### config.mk
export PLATFORM = sky130hd
export DESIGN_NAME = sdram_ctrl_top
export DESIGN_NICKNAME = d
export VERILOG_FILES = /design/src/hdl/sdram_pkg.sv /design/src/hdl/sdram_ctrl_top.sv /design/src/hdl/sdram_rd_assemble.sv /design/src/hdl/sdram_cmd_arbiter.sv /design/src/hdl/sdram_bank.sv /design/src/hdl/sdram_req_decode.sv
export SDC_FILE = /design/constraint.sdc
export NUM_CORES = 1
export LEC_CHECK = 0
export ABC_AREA = 1
export BUFFER_PORTS_ARGS = -buffer_cell sky130_fd_sc_hd__buf_2
export CORE_MARGIN = 2
export CORE_UTILIZATION = 50
export DETAILED_ROUTE_END_ITERATION = 10
export HOLD_SLACK_MARGIN = 0.1
export PLACE_DENSITY = 0.74
export SYNTH_ARGS = -nofsm -noshare
export SYNTH_HDL_FRONTEND = slang
export SYNTH_SLANG_ARGS = --single-unit
### constraint.sdc
create_clock -name clk -period 2.7 [get_ports clk]
set_input_delay 0.135 -clock clk [delete_from_list [all_inputs] [get_ports clk]]
set_output_delay 0.135 -clock clk [all_outputs]
set_load 0.05 [all_outputs]
### src/hdl/sdram_pkg.sv
package sdram_pkg;

    // geometry
    localparam int NBANK  = 4;
    localparam int BA_W   = 2;
    localparam int ROW_W  = 13;
    localparam int COL_W  = 9;
    localparam int ADDR_W = BA_W + ROW_W + COL_W;  // bank, row, column
    localparam int DW     = 16;
    localparam int BURST  = 4;     // read burst length in words

    // timing in clock cycles
    localparam int T_RCD   = 2;
    localparam int T_RP    = 2;
    localparam int T_RRD   = 2;
    localparam int CAS_LAT = 2;

    // dq bus bookkeeping in the arbiter
    localparam int DQ_HOLD   = CAS_LAT + BURST;  // bus busy after a READ
    localparam int RD_REOPEN = CAS_LAT + 1;      // next READ may go once count drops here

    // read path delay, CAS latency plus the dq input register
    localparam int RD_PIPE = CAS_LAT + 1;

    // bank fsm one-hot bit positions
    localparam int S_IDLE  = 0;
    localparam int S_PRE   = 1;
    localparam int S_ACT   = 2;
    localparam int S_ISSUE = 3;

    // {cs_n, ras_n, cas_n, we_n}
    typedef enum logic [3:0] {
        CMD_NOP       = 4'b0111,
        CMD_ACTIVE    = 4'b0011,
        CMD_READ      = 4'b0101,
        CMD_WRITE     = 4'b0100,
        CMD_PRECHARGE = 4'b0010
    } sdram_cmd_e;

    typedef struct packed {
        logic              rd;
        logic              wr;
        logic [ADDR_W-1:0] addr;   // {bank, row, col}
        logic [DW-1:0]     wdata;
    } client_req_t;

    typedef struct packed {
        logic             rd;
        logic             wr;
        logic [ROW_W-1:0] row;
        logic [COL_W-1:0] col;
        logic [DW-1:0]    wdata;
    } bank_req_t;

    typedef struct packed {
        logic             valid;
        sdram_cmd_e       cmd;
        logic [ROW_W-1:0] a;
        logic             is_rd;
        logic [DW-1:0]    wdata;
    } bank_cmd_t;

    typedef struct packed {
        sdram_cmd_e       cmd;
        logic [BA_W-1:0]  ba;
        logic [ROW_W-1:0] a;
        logic [DW-1:0]    dq_out;
        logic             dq_oe;
    } sdram_pins_t;

endpackage
### src/hdl/sdram_ctrl_top.sv
`timescale 1ns/1ps

module sdram_ctrl_top import sdram_pkg::*; (
    input  logic                clk,
    input  logic                rst,
    input  client_req_t         req [NBANK],
    output logic [NBANK-1:0]    ack,
    output logic [NBANK-1:0]    rd_valid,
    output logic [BURST*DW-1:0] rdata,
    output sdram_pins_t         pins,
    input  logic [DW-1:0]       dq_in
);

    bank_req_t        breq [NBANK];
    bank_cmd_t        bcmd [NBANK];
    logic [NBANK-1:0] grant;
    logic             rd_issue;
    logic [1:0]       rd_bank;

    // client c is wired to bank c
    for (genvar b = 0; b < NBANK; b++) begin : g_bank
        sdram_req_decode u_dec (
            .clk    (clk),
            .rst    (rst),
            .req    (req[b]),
            .accept (ack[b]),
            .breq   (breq[b])
        );

        sdram_bank u_bank (
            .clk    (clk),
            .rst    (rst),
            .breq   (breq[b]),
            .grant  (grant[b]),
            .bcmd   (bcmd[b]),
            .accept (ack[b])     // ack goes out with the READ/WRITE
        );

        a_own_bank: assert property (@(posedge clk) disable iff (rst)
            (req[b].rd || req[b].wr) |-> req[b].addr[ADDR_W-1 -: BA_W] == BA_W'(b));
    end

    sdram_cmd_arbiter u_arb (
        .clk      (clk),
        .rst      (rst),
        .bcmd     (bcmd),
        .grant    (grant),
        .pins     (pins),
        .rd_issue (rd_issue),
        .rd_bank  (rd_bank)
    );

    sdram_rd_assemble u_rd (
        .clk      (clk),
        .rst      (rst),
        .rd_issue (rd_issue),
        .rd_bank  (rd_bank),
        .dq_in    (dq_in),
        .rd_valid (rd_valid),
        .rdata    (rdata)
    );

endmodule

### src/hdl/sdram_rd_assemble.sv
`timescale 1ns/1ps

module sdram_rd_assemble import sdram_pkg::*; (
    input  logic                  clk,
    input  logic                  rst,
    input  logic                  rd_issue,
    input  logic [1:0]            rd_bank,
    input  logic [DW-1:0]         dq_in,
    output logic [NBANK-1:0]      rd_valid,
    output logic [BURST*DW-1:0]   rdata
);

    typedef struct packed {
        logic       v;
        logic [1:0] bank;
    } tag_t;

    tag_t                q [RD_PIPE];  // READ tags waiting for their data
    logic [DW-1:0]       dq_q;         // dq input register
    logic [BURST*DW-1:0] sh;
    logic                busy;
    logic [1:0]          beat;
    logic [1:0]          cur_bank;
    logic                start;

    assign start = q[RD_PIPE-1].v;   // first word sits in dq_q now

    always_ff @(posedge clk or posedge rst) begin
        if (rst) begin
            for (int i = 0; i < RD_PIPE; i++)
                q[i] <= '0;
            busy     <= 1'b0;
            beat     <= 2'd0;
            cur_bank <= 2'd0;
            rd_valid <= '0;
        end else begin
            q[0] <= '{v: rd_issue, bank: rd_bank};
            for (int i = 1; i < RD_PIPE; i++)
                q[i] <= q[i-1];
            rd_valid <= '0;
            if (start) begin
                busy     <= 1'b1;
                beat     <= 2'd1;
                cur_bank <= q[RD_PIPE-1].bank;
            end else if (busy) begin
                beat <= beat + 2'd1;
                if (beat == 2'(BURST - 1)) begin   // last word in
                    busy               <= 1'b0;
                    rd_valid[cur_bank] <= 1'b1;
                end
            end
        end
    end

    always_ff @(posedge clk) begin
        dq_q <= dq_in;
        if (start || busy)
            sh <= {dq_q, sh[BURST*DW-1:DW]};     // first word ends up lowest
        if (busy && beat == 2'(BURST - 1))
            rdata <= {dq_q, sh[BURST*DW-1:DW]};
    end

    // arbiter spacing must keep bursts from overlapping
    a_no_overlap: assert property (@(posedge clk) disable iff (rst)
        start |-> !busy);

endmodule

### src/hdl/sdram_cmd_arbiter.sv
`timescale 1ns/1ps

module sdram_cmd_arbiter import sdram_pkg::*; (
    input  logic             clk,
    input  logic             rst,
    input  bank_cmd_t        bcmd [NBANK],
    output logic [NBANK-1:0] grant,
    output sdram_pins_t      pins,
    output logic             rd_issue,
    output logic [1:0]       rd_bank
);

    logic [1:0]       last;      // last bank granted
    logic [2:0]       rrd_cnt;   // blocks ACTIVE while nonzero
    logic [2:0]       dq_cnt;    // dq reservation left by the last READ
    logic [NBANK-1:0] elig;
    logic             found;
    logic [1:0]       sel;

    // may each bank's command go this cycle
    always_comb begin
        logic ok;
        for (int b = 0; b < NBANK; b++) begin
            case (bcmd[b].cmd)
                CMD_ACTIVE:          ok = (rrd_cnt == 3'd0);
                CMD_READ, CMD_WRITE: ok = bcmd[b].is_rd ? (dq_cnt <= 3'(RD_REOPEN))
                                                        : (dq_cnt == 3'd0);
                default:             ok = 1'b1;   // precharge never waits
            endcase
            elig[b] = bcmd[b].valid && ok;
        end
    end

    // round robin search from one past the last grant
    always_comb begin
        logic [1:0] idx;
        found = 1'b0;
        sel   = last;
        for (int i = 1; i <= NBANK; i++) begin
            idx = last + 2'(i);
            if (!found && elig[idx]) begin
                found = 1'b1;
                sel   = idx;
            end
        end
    end

    always_comb begin
        grant = '0;
        if (found)
            grant[sel] = 1'b1;
    end

    always_comb begin
        pins.cmd    = CMD_NOP;
        pins.ba     = sel;
        pins.a      = bcmd[sel].a;
        pins.dq_out = bcmd[sel].wdata;
        pins.dq_oe  = 1'b0;
        if (found) begin
            pins.cmd   = bcmd[sel].cmd;
            pins.dq_oe = (bcmd[sel].cmd == CMD_WRITE);  // write data goes with the command
        end
    end

    assign rd_issue = found && bcmd[sel].cmd == CMD_READ && bcmd[sel].is_rd;
    assign rd_bank  = sel;

    always_ff @(posedge clk or posedge rst) begin
        if (rst) begin
            last    <= 2'(NBANK - 1);   // bank 0 first
            rrd_cnt <= 3'd0;
            dq_cnt  <= 3'd0;
        end else begin
            if (found)
                last <= sel;
            if (found && bcmd[sel].cmd == CMD_ACTIVE)
                rrd_cnt <= 3'(T_RRD - 1);
            else if (rrd_cnt != 3'd0)
                rrd_cnt <= rrd_cnt - 3'd1;
            if (rd_issue)
                dq_cnt <= 3'(DQ_HOLD);
            else if (dq_cnt != 3'd0)
                dq_cnt <= dq_cnt - 3'd1;
        end
    end

    // no ACTIVE on the pins right behind another ACTIVE (tRRD of 2)
    a_trrd_pins: assert property (@(posedge clk) disable iff (rst)
        pins.cmd == CMD_ACTIVE |=> pins.cmd != CMD_ACTIVE);

endmodule

### src/hdl/sdram_bank.sv
`timescale 1ns/1ps

module sdram_bank import sdram_pkg::*; (
    input  logic      clk,
    input  logic      rst,
    input  bank_req_t breq,
    input  logic      grant,
    output bank_cmd_t bcmd,
    output logic      accept
);

    logic [3:0]       st, st_nx;    // one-hot
    logic [ROW_W-1:0] open_row;
    logic             row_open;
    logic [2:0]       cnt;          // tRP / tRCD countdown
    logic             load;         // present a new command next cycle
    sdram_cmd_e       cmd_nx;
    sdram_cmd_e       rw_cmd;
    logic             pend;
    logic             row_hit;
    logic             wait_done;

    // registered command toward the arbiter
    logic             valid_q;
    sdram_cmd_e       cmd_q;
    logic [ROW_W-1:0] a_q;
    logic             is_rd_q;
    logic [DW-1:0]    wdata_q;

    assign pend      = breq.rd | breq.wr;
    assign row_hit   = row_open && (open_row == breq.row);
    assign rw_cmd    = breq.rd ? CMD_READ : CMD_WRITE;
    assign wait_done = !valid_q && (cnt <= 3'd1);  // granted and the gap is over
    assign accept    = grant && st[S_ISSUE];

    always_comb begin
        st_nx  = st;
        load   = 1'b0;
        cmd_nx = CMD_NOP;
        if (st[S_IDLE] && pend) begin
            load = 1'b1;
            if (row_hit) begin               // straight to the column command
                st_nx  = 4'b1 << S_ISSUE;
                cmd_nx = rw_cmd;
            end else if (row_open) begin     // wrong row, close it first
                st_nx  = 4'b1 << S_PRE;
                cmd_nx = CMD_PRECHARGE;
            end else begin
                st_nx  = 4'b1 << S_ACT;
                cmd_nx = CMD_ACTIVE;
            end
        end
        if (st[S_PRE] && wait_done) begin
            st_nx  = 4'b1 << S_ACT;
            load   = 1'b1;
            cmd_nx = CMD_ACTIVE;
        end
        if (st[S_ACT] && wait_done) begin
            st_nx  = 4'b1 << S_ISSUE;
            load   = 1'b1;
            cmd_nx = rw_cmd;
        end
        if (st[S_ISSUE] && grant)
            st_nx = 4'b1 << S_IDLE;
    end

    always_ff @(posedge clk or posedge rst) begin
        if (rst) begin
            st       <= 4'b1 << S_IDLE;
            row_open <= 1'b0;
            cnt      <= 3'd0;
            valid_q  <= 1'b0;
            cmd_q    <= CMD_NOP;
        end else begin
            st <= st_nx;
            if (load) begin
                valid_q <= 1'b1;
                cmd_q   <= cmd_nx;
            end else if (grant) begin
                valid_q <= 1'b0;   // hold until granted
            end
            if (grant && cmd_q == CMD_PRECHARGE) begin
                row_open <= 1'b0;
                cnt      <= 3'(T_RP - 1);
            end else if (grant && cmd_q == CMD_ACTIVE) begin
                row_open <= 1'b1;
                cnt      <= 3'(T_RCD - 1);
            end else if (cnt != 3'd0) begin
                cnt <= cnt - 3'd1;
            end
        end
    end

    always_ff @(posedge clk) begin
        if (load) begin
            // a10 low on column commands, no auto precharge
            if (cmd_nx == CMD_ACTIVE)
                a_q <= breq.row;
            else if (cmd_nx == CMD_PRECHARGE)
                a_q <= '0;         // a10 low, this bank only
            else
                a_q <= {{(ROW_W - COL_W){1'b0}}, breq.col};
            is_rd_q <= breq.rd;
            wdata_q <= breq.wdata;
        end
        if (grant && cmd_q == CMD_ACTIVE)
            open_row <= a_q;
    end

    assign bcmd = '{valid: valid_q, cmd: cmd_q, a: a_q, is_rd: is_rd_q, wdata: wdata_q};

    a_col_needs_row: assert property (@(posedge clk) disable iff (rst)
        valid_q && (cmd_q == CMD_READ || cmd_q == CMD_WRITE) |-> row_open);

    a_grant_valid: assert property (@(posedge clk) disable iff (rst)
        grant |-> valid_q);

endmodule

### src/hdl/sdram_req_decode.sv
`timescale 1ns/1ps

module sdram_req_decode import sdram_pkg::*; (
    input  logic        clk,
    input  logic        rst,
    input  client_req_t req,
    input  logic        accept,   // bank took the READ/WRITE
    output bank_req_t   breq
);

    logic             rd_q, wr_q;   // pending flags
    logic [ROW_W-1:0] row_q;
    logic [COL_W-1:0] col_q;
    logic [DW-1:0]    wdata_q;
    logic             pend;
    logic             load;

    assign pend = rd_q | wr_q;
    // only take a new request once the old one is gone
    assign load = !pend && (req.rd || req.wr);

    always_ff @(posedge clk or posedge rst) begin
        if (rst) begin
            rd_q <= 1'b0;
            wr_q <= 1'b0;
        end else if (load) begin
            rd_q <= req.rd;
            wr_q <= req.wr;
        end else if (accept) begin   // client still holds rd/wr this cycle
            rd_q <= 1'b0;
            wr_q <= 1'b0;
        end
    end

    always_ff @(posedge clk) begin
        if (load) begin
            row_q   <= req.addr[COL_W +: ROW_W];  // bank bits dropped
            col_q   <= req.addr[COL_W-1:0];
            wdata_q <= req.wdata;
        end
    end

    assign breq = '{rd: rd_q, wr: wr_q, row: row_q, col: col_q, wdata: wdata_q};

    // client keeps the same request up until ack
    a_req_held: assert property (@(posedge clk) disable iff (rst)
        pend && !accept |-> (req.rd == rd_q && req.wr == wr_q));

endmodule

; ---- Word-level counts from Yosys, hierarchy flattened
; Index checks and enable logic that the tools add are counted.
[classes]
n_addsub = 10
magnitude_cmp = 14
n_eq_ne = 32
muxes = 154
bitwise_logic = 5
n_reduce_logical = 100
[ops]
columns = operator, count
row1 = 4-bit 2-to-1 mux, 41
row2 = 35-bit binary-select mux with 2-bit select, 1
row3 = 4-bit by 2-bit == test with 1-bit output (second input constant), 17
row4 = 34-bit 2-to-1 mux, 2
row5 = 1-bit 2-to-1 mux, 66
row6 = 3-bit 2-to-1 mux, 20
row7 = 13-bit == test, 4
row8 = 13-bit 2-to-1 mux, 4
row9 = 1-bit logical AND, 49
row10 = 4-bit by 3-bit == test with 1-bit output (second input constant), 10
row11 = 9-bit 2-to-1 mux, 4
row12 = 2-bit nonzero test, 15
row13 = 3-bit nonzero test, 10
row14 = 2-bit by 3-bit < comparator with 1-bit output (second input constant), 6
row15 = 3-bit by 1-bit subtractor with 3-bit output (second input constant), 6
row16 = 4-bit nonzero test, 4
row17 = 3-bit by 1-bit less-or-equal comparator with 1-bit output (second input constant), 4
row18 = 2-bit 2-to-1 mux, 6
row19 = 1-bit logical NOT, 11
row20 = 1-bit binary-select mux with 2-bit select, 4
row21 = 1-bit one-hot mux with 2 select lines, 4
row22 = 2-bit OR reduction, 4
row23 = 3-bit logical NOT, 2
row24 = 1-bit logical OR, 5
row25 = 9 further kinds, 16
[totals]
regBits = 554
output_inout_bits = 108

; ---- Longest topological paths before layout
[logic_depth]
word_depth = 24
ltp_mapped = 23
mapped_depth_nobuf = 22

; ---- Modules after synthesis
; From an unflattened synthesis, not the netlist that was laid out.
[unflattened]
hier_cells = 1586
hier_area_um2 = 20998.9
[by_module_without_submodules]
columns = mod, n_inst, cells_each, area_each_um2, seq_area_each_um2
row1 = sdram_bank, 4, 210, 2432.3, 1596.5
row2 = sdram_req_decode, 4, 54, 1256.2, 1191.1
row3 = sdram_rd_assemble, 1, 176, 4266.6, 4134.0
row4 = sdram_cmd_arbiter, 1, 354, 1978.1, 202.7

; ---- Least setup slack after synthesis
; No wires, ideal clock.
[synth_timing]
kind = register -> output
startpoint = register u_arb.dq_cnt[0]
endpoint = output port pins[0] (netlist bit)
t_arrival_ns = 3.269
slack_ns = -0.704
stages_incl_launch_ff = 19
path_buffers = 0
cell_sequence = dfrtp_1 -> inv_1 -> ha_1 -> nand2_2 -> a21oi_1 -> nand2_1 -> nand2_1 -> nand3_1 -> nand2_1 -> nand2_2 -> nand2_4 -> nand2_1 -> nand2_2 -> nand2_1 -> nand2_2 -> nand2_8 -> nand2_2 -> nand3_2 -> nor3_1
[synth_lines]
columns = element, line
row1 = from (decl), sdram_cmd_arbiter.sv:15  ; logic [2:0] dq_cnt;
row2 = from (signal assigned), sdram_cmd_arbiter.sv:82  ; dq_cnt <= 3'(DQ_HOLD);
row3 = from (signal assigned), sdram_cmd_arbiter.sv:84  ; dq_cnt <= dq_cnt - 3'd1;
row4 = to (decl), sdram_ctrl_top.sv:10  ; output sdram_pins_t pins,

==> results.py <==
metrics = {
    "outcome": {
        "status": "complete, but fails checks",
        "violations": "negative setup slack",
    },
    "routing": {
        "drt_iter0_drc": 1414,
        "num_vias": 14100,
        "vias_per_cell": 5.45,
        "antenna_left": 0,
        "firstDrtPassIters": 6,
        "drcViolationCount": 0,
        "wl_per_cell_um": 22.1,
        "finalWirelength_um": 57300,
    },
    "timing": {
        "fmax_ghz": 0.280,
        "hold_viol": 0,
        "period_share_pct": 132,
        "fin_skew_ps": 19.7,
        "setup_viol": 131,
        "rsz0062_at_grt": "yes",
        "drv_slew": 0,
        "slew_headroom_pct": 56.6,
        "period_needed_ps": 3570,
        "fin_ws_ps": -867,
        "worstMarginPinSlew_ps": 651,
    },
    "setup_path": {
        "cp.arrival_ps": 3430,
        "path_class": "reg -> out",
        "path_max_fanout": 8,
        "worstPathRequired_ps": 2570,
        "endpoint_kind": "output pin",
        "start_kind": "flip-flop",
    },
    "grt": {
        "antenna_found_initial": 7,
        "grt_overflow_total": 0,
        "grt_pass1_wl_um": 80500,
        "grt_usage_pct": 25.9,
        "grt_pass1_vias": 14200,
        "grt_start_max_net_pins": 71,
    },
    "synthesis": {
        "synth-edff-count": 436,
        "synth_cell_type_count": 50,
        "synth.cell_area_um2": 20000,
        "syn_inst": 1396,
        "synth.ff_latch_count": 534,
        "ys.flop_type": "edfxtp_1",
        "yosysWarnings": 0,
        "syn_nets": 1598,
        "ys_seq_area_share_pct": 77.5,
        "synthArstFlopShare_pct": 15.4,
        "syn_avg_cell_area_um2": 14.3,
    },
    "clocking": {
        "ctsLongestPathBuffers": 3,
        "clk_latency_ps": 590,
        "cts_root_buffer": "clkbuf_16",
        "clock-sinks": 534,
        "htree_levels": 2,
        "cts_buffers": 52,
        "cts.clk_slew.worst_paths_ps": 60,
        "cts_tree": "yes",
    },
    "layout": {
        "area_growth_syn_to_layout_pct": 41.1,
        "nNetsFinal": 2217,
        "final_cell_mix": "edfxtp_1, buf_2, dlygate4sd3_1, nand2_1, inv_1",
        "final_common_cell": "edfxtp_1",
        "final_util_pct": 71.2,
        "layout-drive-gt1-share_pct": 36.5,
        "final_cells": 2587,
    },
    "floorplan": {
        "fp.coreArea_um2": 39600,
        "dieArea_um2": 41600,
        "die_h_um": 204,
        "ios": 294,
        "start_util_pct": 50.4,
        "num_rows": 73,
        "dieWidth_um": 204,
    },
    "place": {
        "post-place-ws_ps": -191,
        "place.gp.congestion": 1.01,
        "post-place-cells": 2259,
        "place_hpwl_um": 32800,
        "port_buffers": 284,
    },
    "power": {
        "power.leakage_nw": 10.9,
        "powerDensity_nw_per_um2": 600,
        "vdd.ir_drop.worst_mv": 0.643,
    },
    "flow_run": {
        "cap_violations": 0,
    },
    "hold_path": {
        "hp-class": "in -> reg",
    },
}
## logic make-up (layout without fill, tap and decap cells)
logic type	Yosys count	count (layout)	synth area share, %
compound gates	204	204	5.78
simple gates	417	425	10.0
fa+ha+maj	16	16	1.00
buf+inv	180	831	3.77
flops	534	534	77.5
xor+xnor	44	44	1.97
other cells	1	8	0.0188
## worst paths after layout
path	startpoint	slack, ps	to	cells past startpoint
min in group asynchronous	rst	590	u_rd.start	4
hold / removal	dq_in[4]	190	u_rd.dq_q[4]	2
max in group asynchronous	rst	1420	u_arb.last[1]	5
hold reg to reg	u_rd.q[6]	350	u_rd.q[3]	0
setup reg to reg	u_arb.dq_cnt[0]	-280	g_bank[1].u_bank.cnt[2]	20
setup / recovery	u_arb.rrd_cnt[1]	-870	pins[4]	19
## worst max-delay path: stages, from the launching register on
cell,delay [ps]
dfrtp_1,390
inv_2,90
ha_4,130
inv_2,40
nor2_4,210
o21ai_2,100
nand2_2,120
nand3_2,130
nand3_2,140
nand2_4,90
buf_6,120
nand2_4,90
nand2_4,70
nand2_4,90
nand2_8,100
buf_4,150
buf_6,140
nor2_1,310
o22ai_4,150
buf_8,180
## routing by layer
layer	global-route usage [%]	share of wire (%)
met3	5.42	7.9
met2	45.3	51
met5	0	0
met4	11.3	5.2
met1	31.0	36
## registers in the layout, summed over array words and instances (netlist names), 3 cells and up
name and count:
g_bank.u_bank.wdata_q 64, g_bank.u_dec.wdata_q 64, u_rd.rdata 64, g_bank.u_bank.a_q 52, g_bank.u_bank.open_row 52, g_bank.u_dec.row_q 52
u_rd.sh 48, g_bank.u_dec.col_q 36, g_bank.u_bank.st 16, u_rd.dq_q 16, g_bank.u_bank.cmd_q 12, g_bank.u_bank.cnt 12
u_rd.q 8, g_bank.u_bank.is_rd_q 4, g_bank.u_bank.row_open 4, g_bank.u_bank.valid_q 4, g_bank.u_dec.rd_q 4, g_bank.u_dec.wr_q 4
u_rd.rd_valid 4, u_arb.dq_cnt 3, u_arb.rrd_cnt 3
## cell usage after synthesis (17+ instances only)
cell	instances	area (um2)
nand2_1	172	646
nor2_1	120	450
o21ai_0	110	551
inv_1	138	518
dfstp_2	18	473
nand3_1	44	220
edfxtp_1	436	13100
o22ai_1	39	244
xor2_1	23	201
dfrtp_1	64	1600
a21oi_1	17	85.1
xnor2_1	20	175
## report_power, final
| group | internal, W | switching, W |
|---|---|---|
| logic | 0.000262 | 0.000132 |
| registers | 0.00885 | 0.00000720 |
| clock network | 0.00453 | 0.00313 |
## per-stage QoR
step	total power, W	hold WS, ps	area (um2)	setup TNS (ps)
after floorplan	0.00906	163	20300	-98.1
after global placement	0.00920	67.2	23100	-1070
after detailed placement	0.00921	66.1	23100	-7730
after CTS	0.0169	163	27500	-21910
after global routing	0.0173	169	28200	-51730
final	0.0169	187	28200	-40280
## area by class of cell
| class | count | area (um2) |
|---|---|---|
| diodes | 7 | 17.5 |
| clock buffers | 62 | 1390 |
| clock inverters | 32 | 390 |
| fillers | 2385 | 11400 |
| inverters | 149 | 568 |
| multi-input cells | 690 | 4880 |
| flip-flops and latches | 534 | 15500 |
| well taps | 525 | 657 |
| repair buffers | 588 | 4820 |
## repair_timing
action / 4_1_cts / 5_1_grt
buffers inserted: 25 / 22
gates cloned: 8 / 3
hold buffers: 178 / 0
hold endpoints to repair: 247 / 0
resized for setup: 183 / 149
pin swaps: 40 / 41
endpoints found under the setup margin: 107 / 145
No activity file was read; power rests on OpenSTA's default activity.
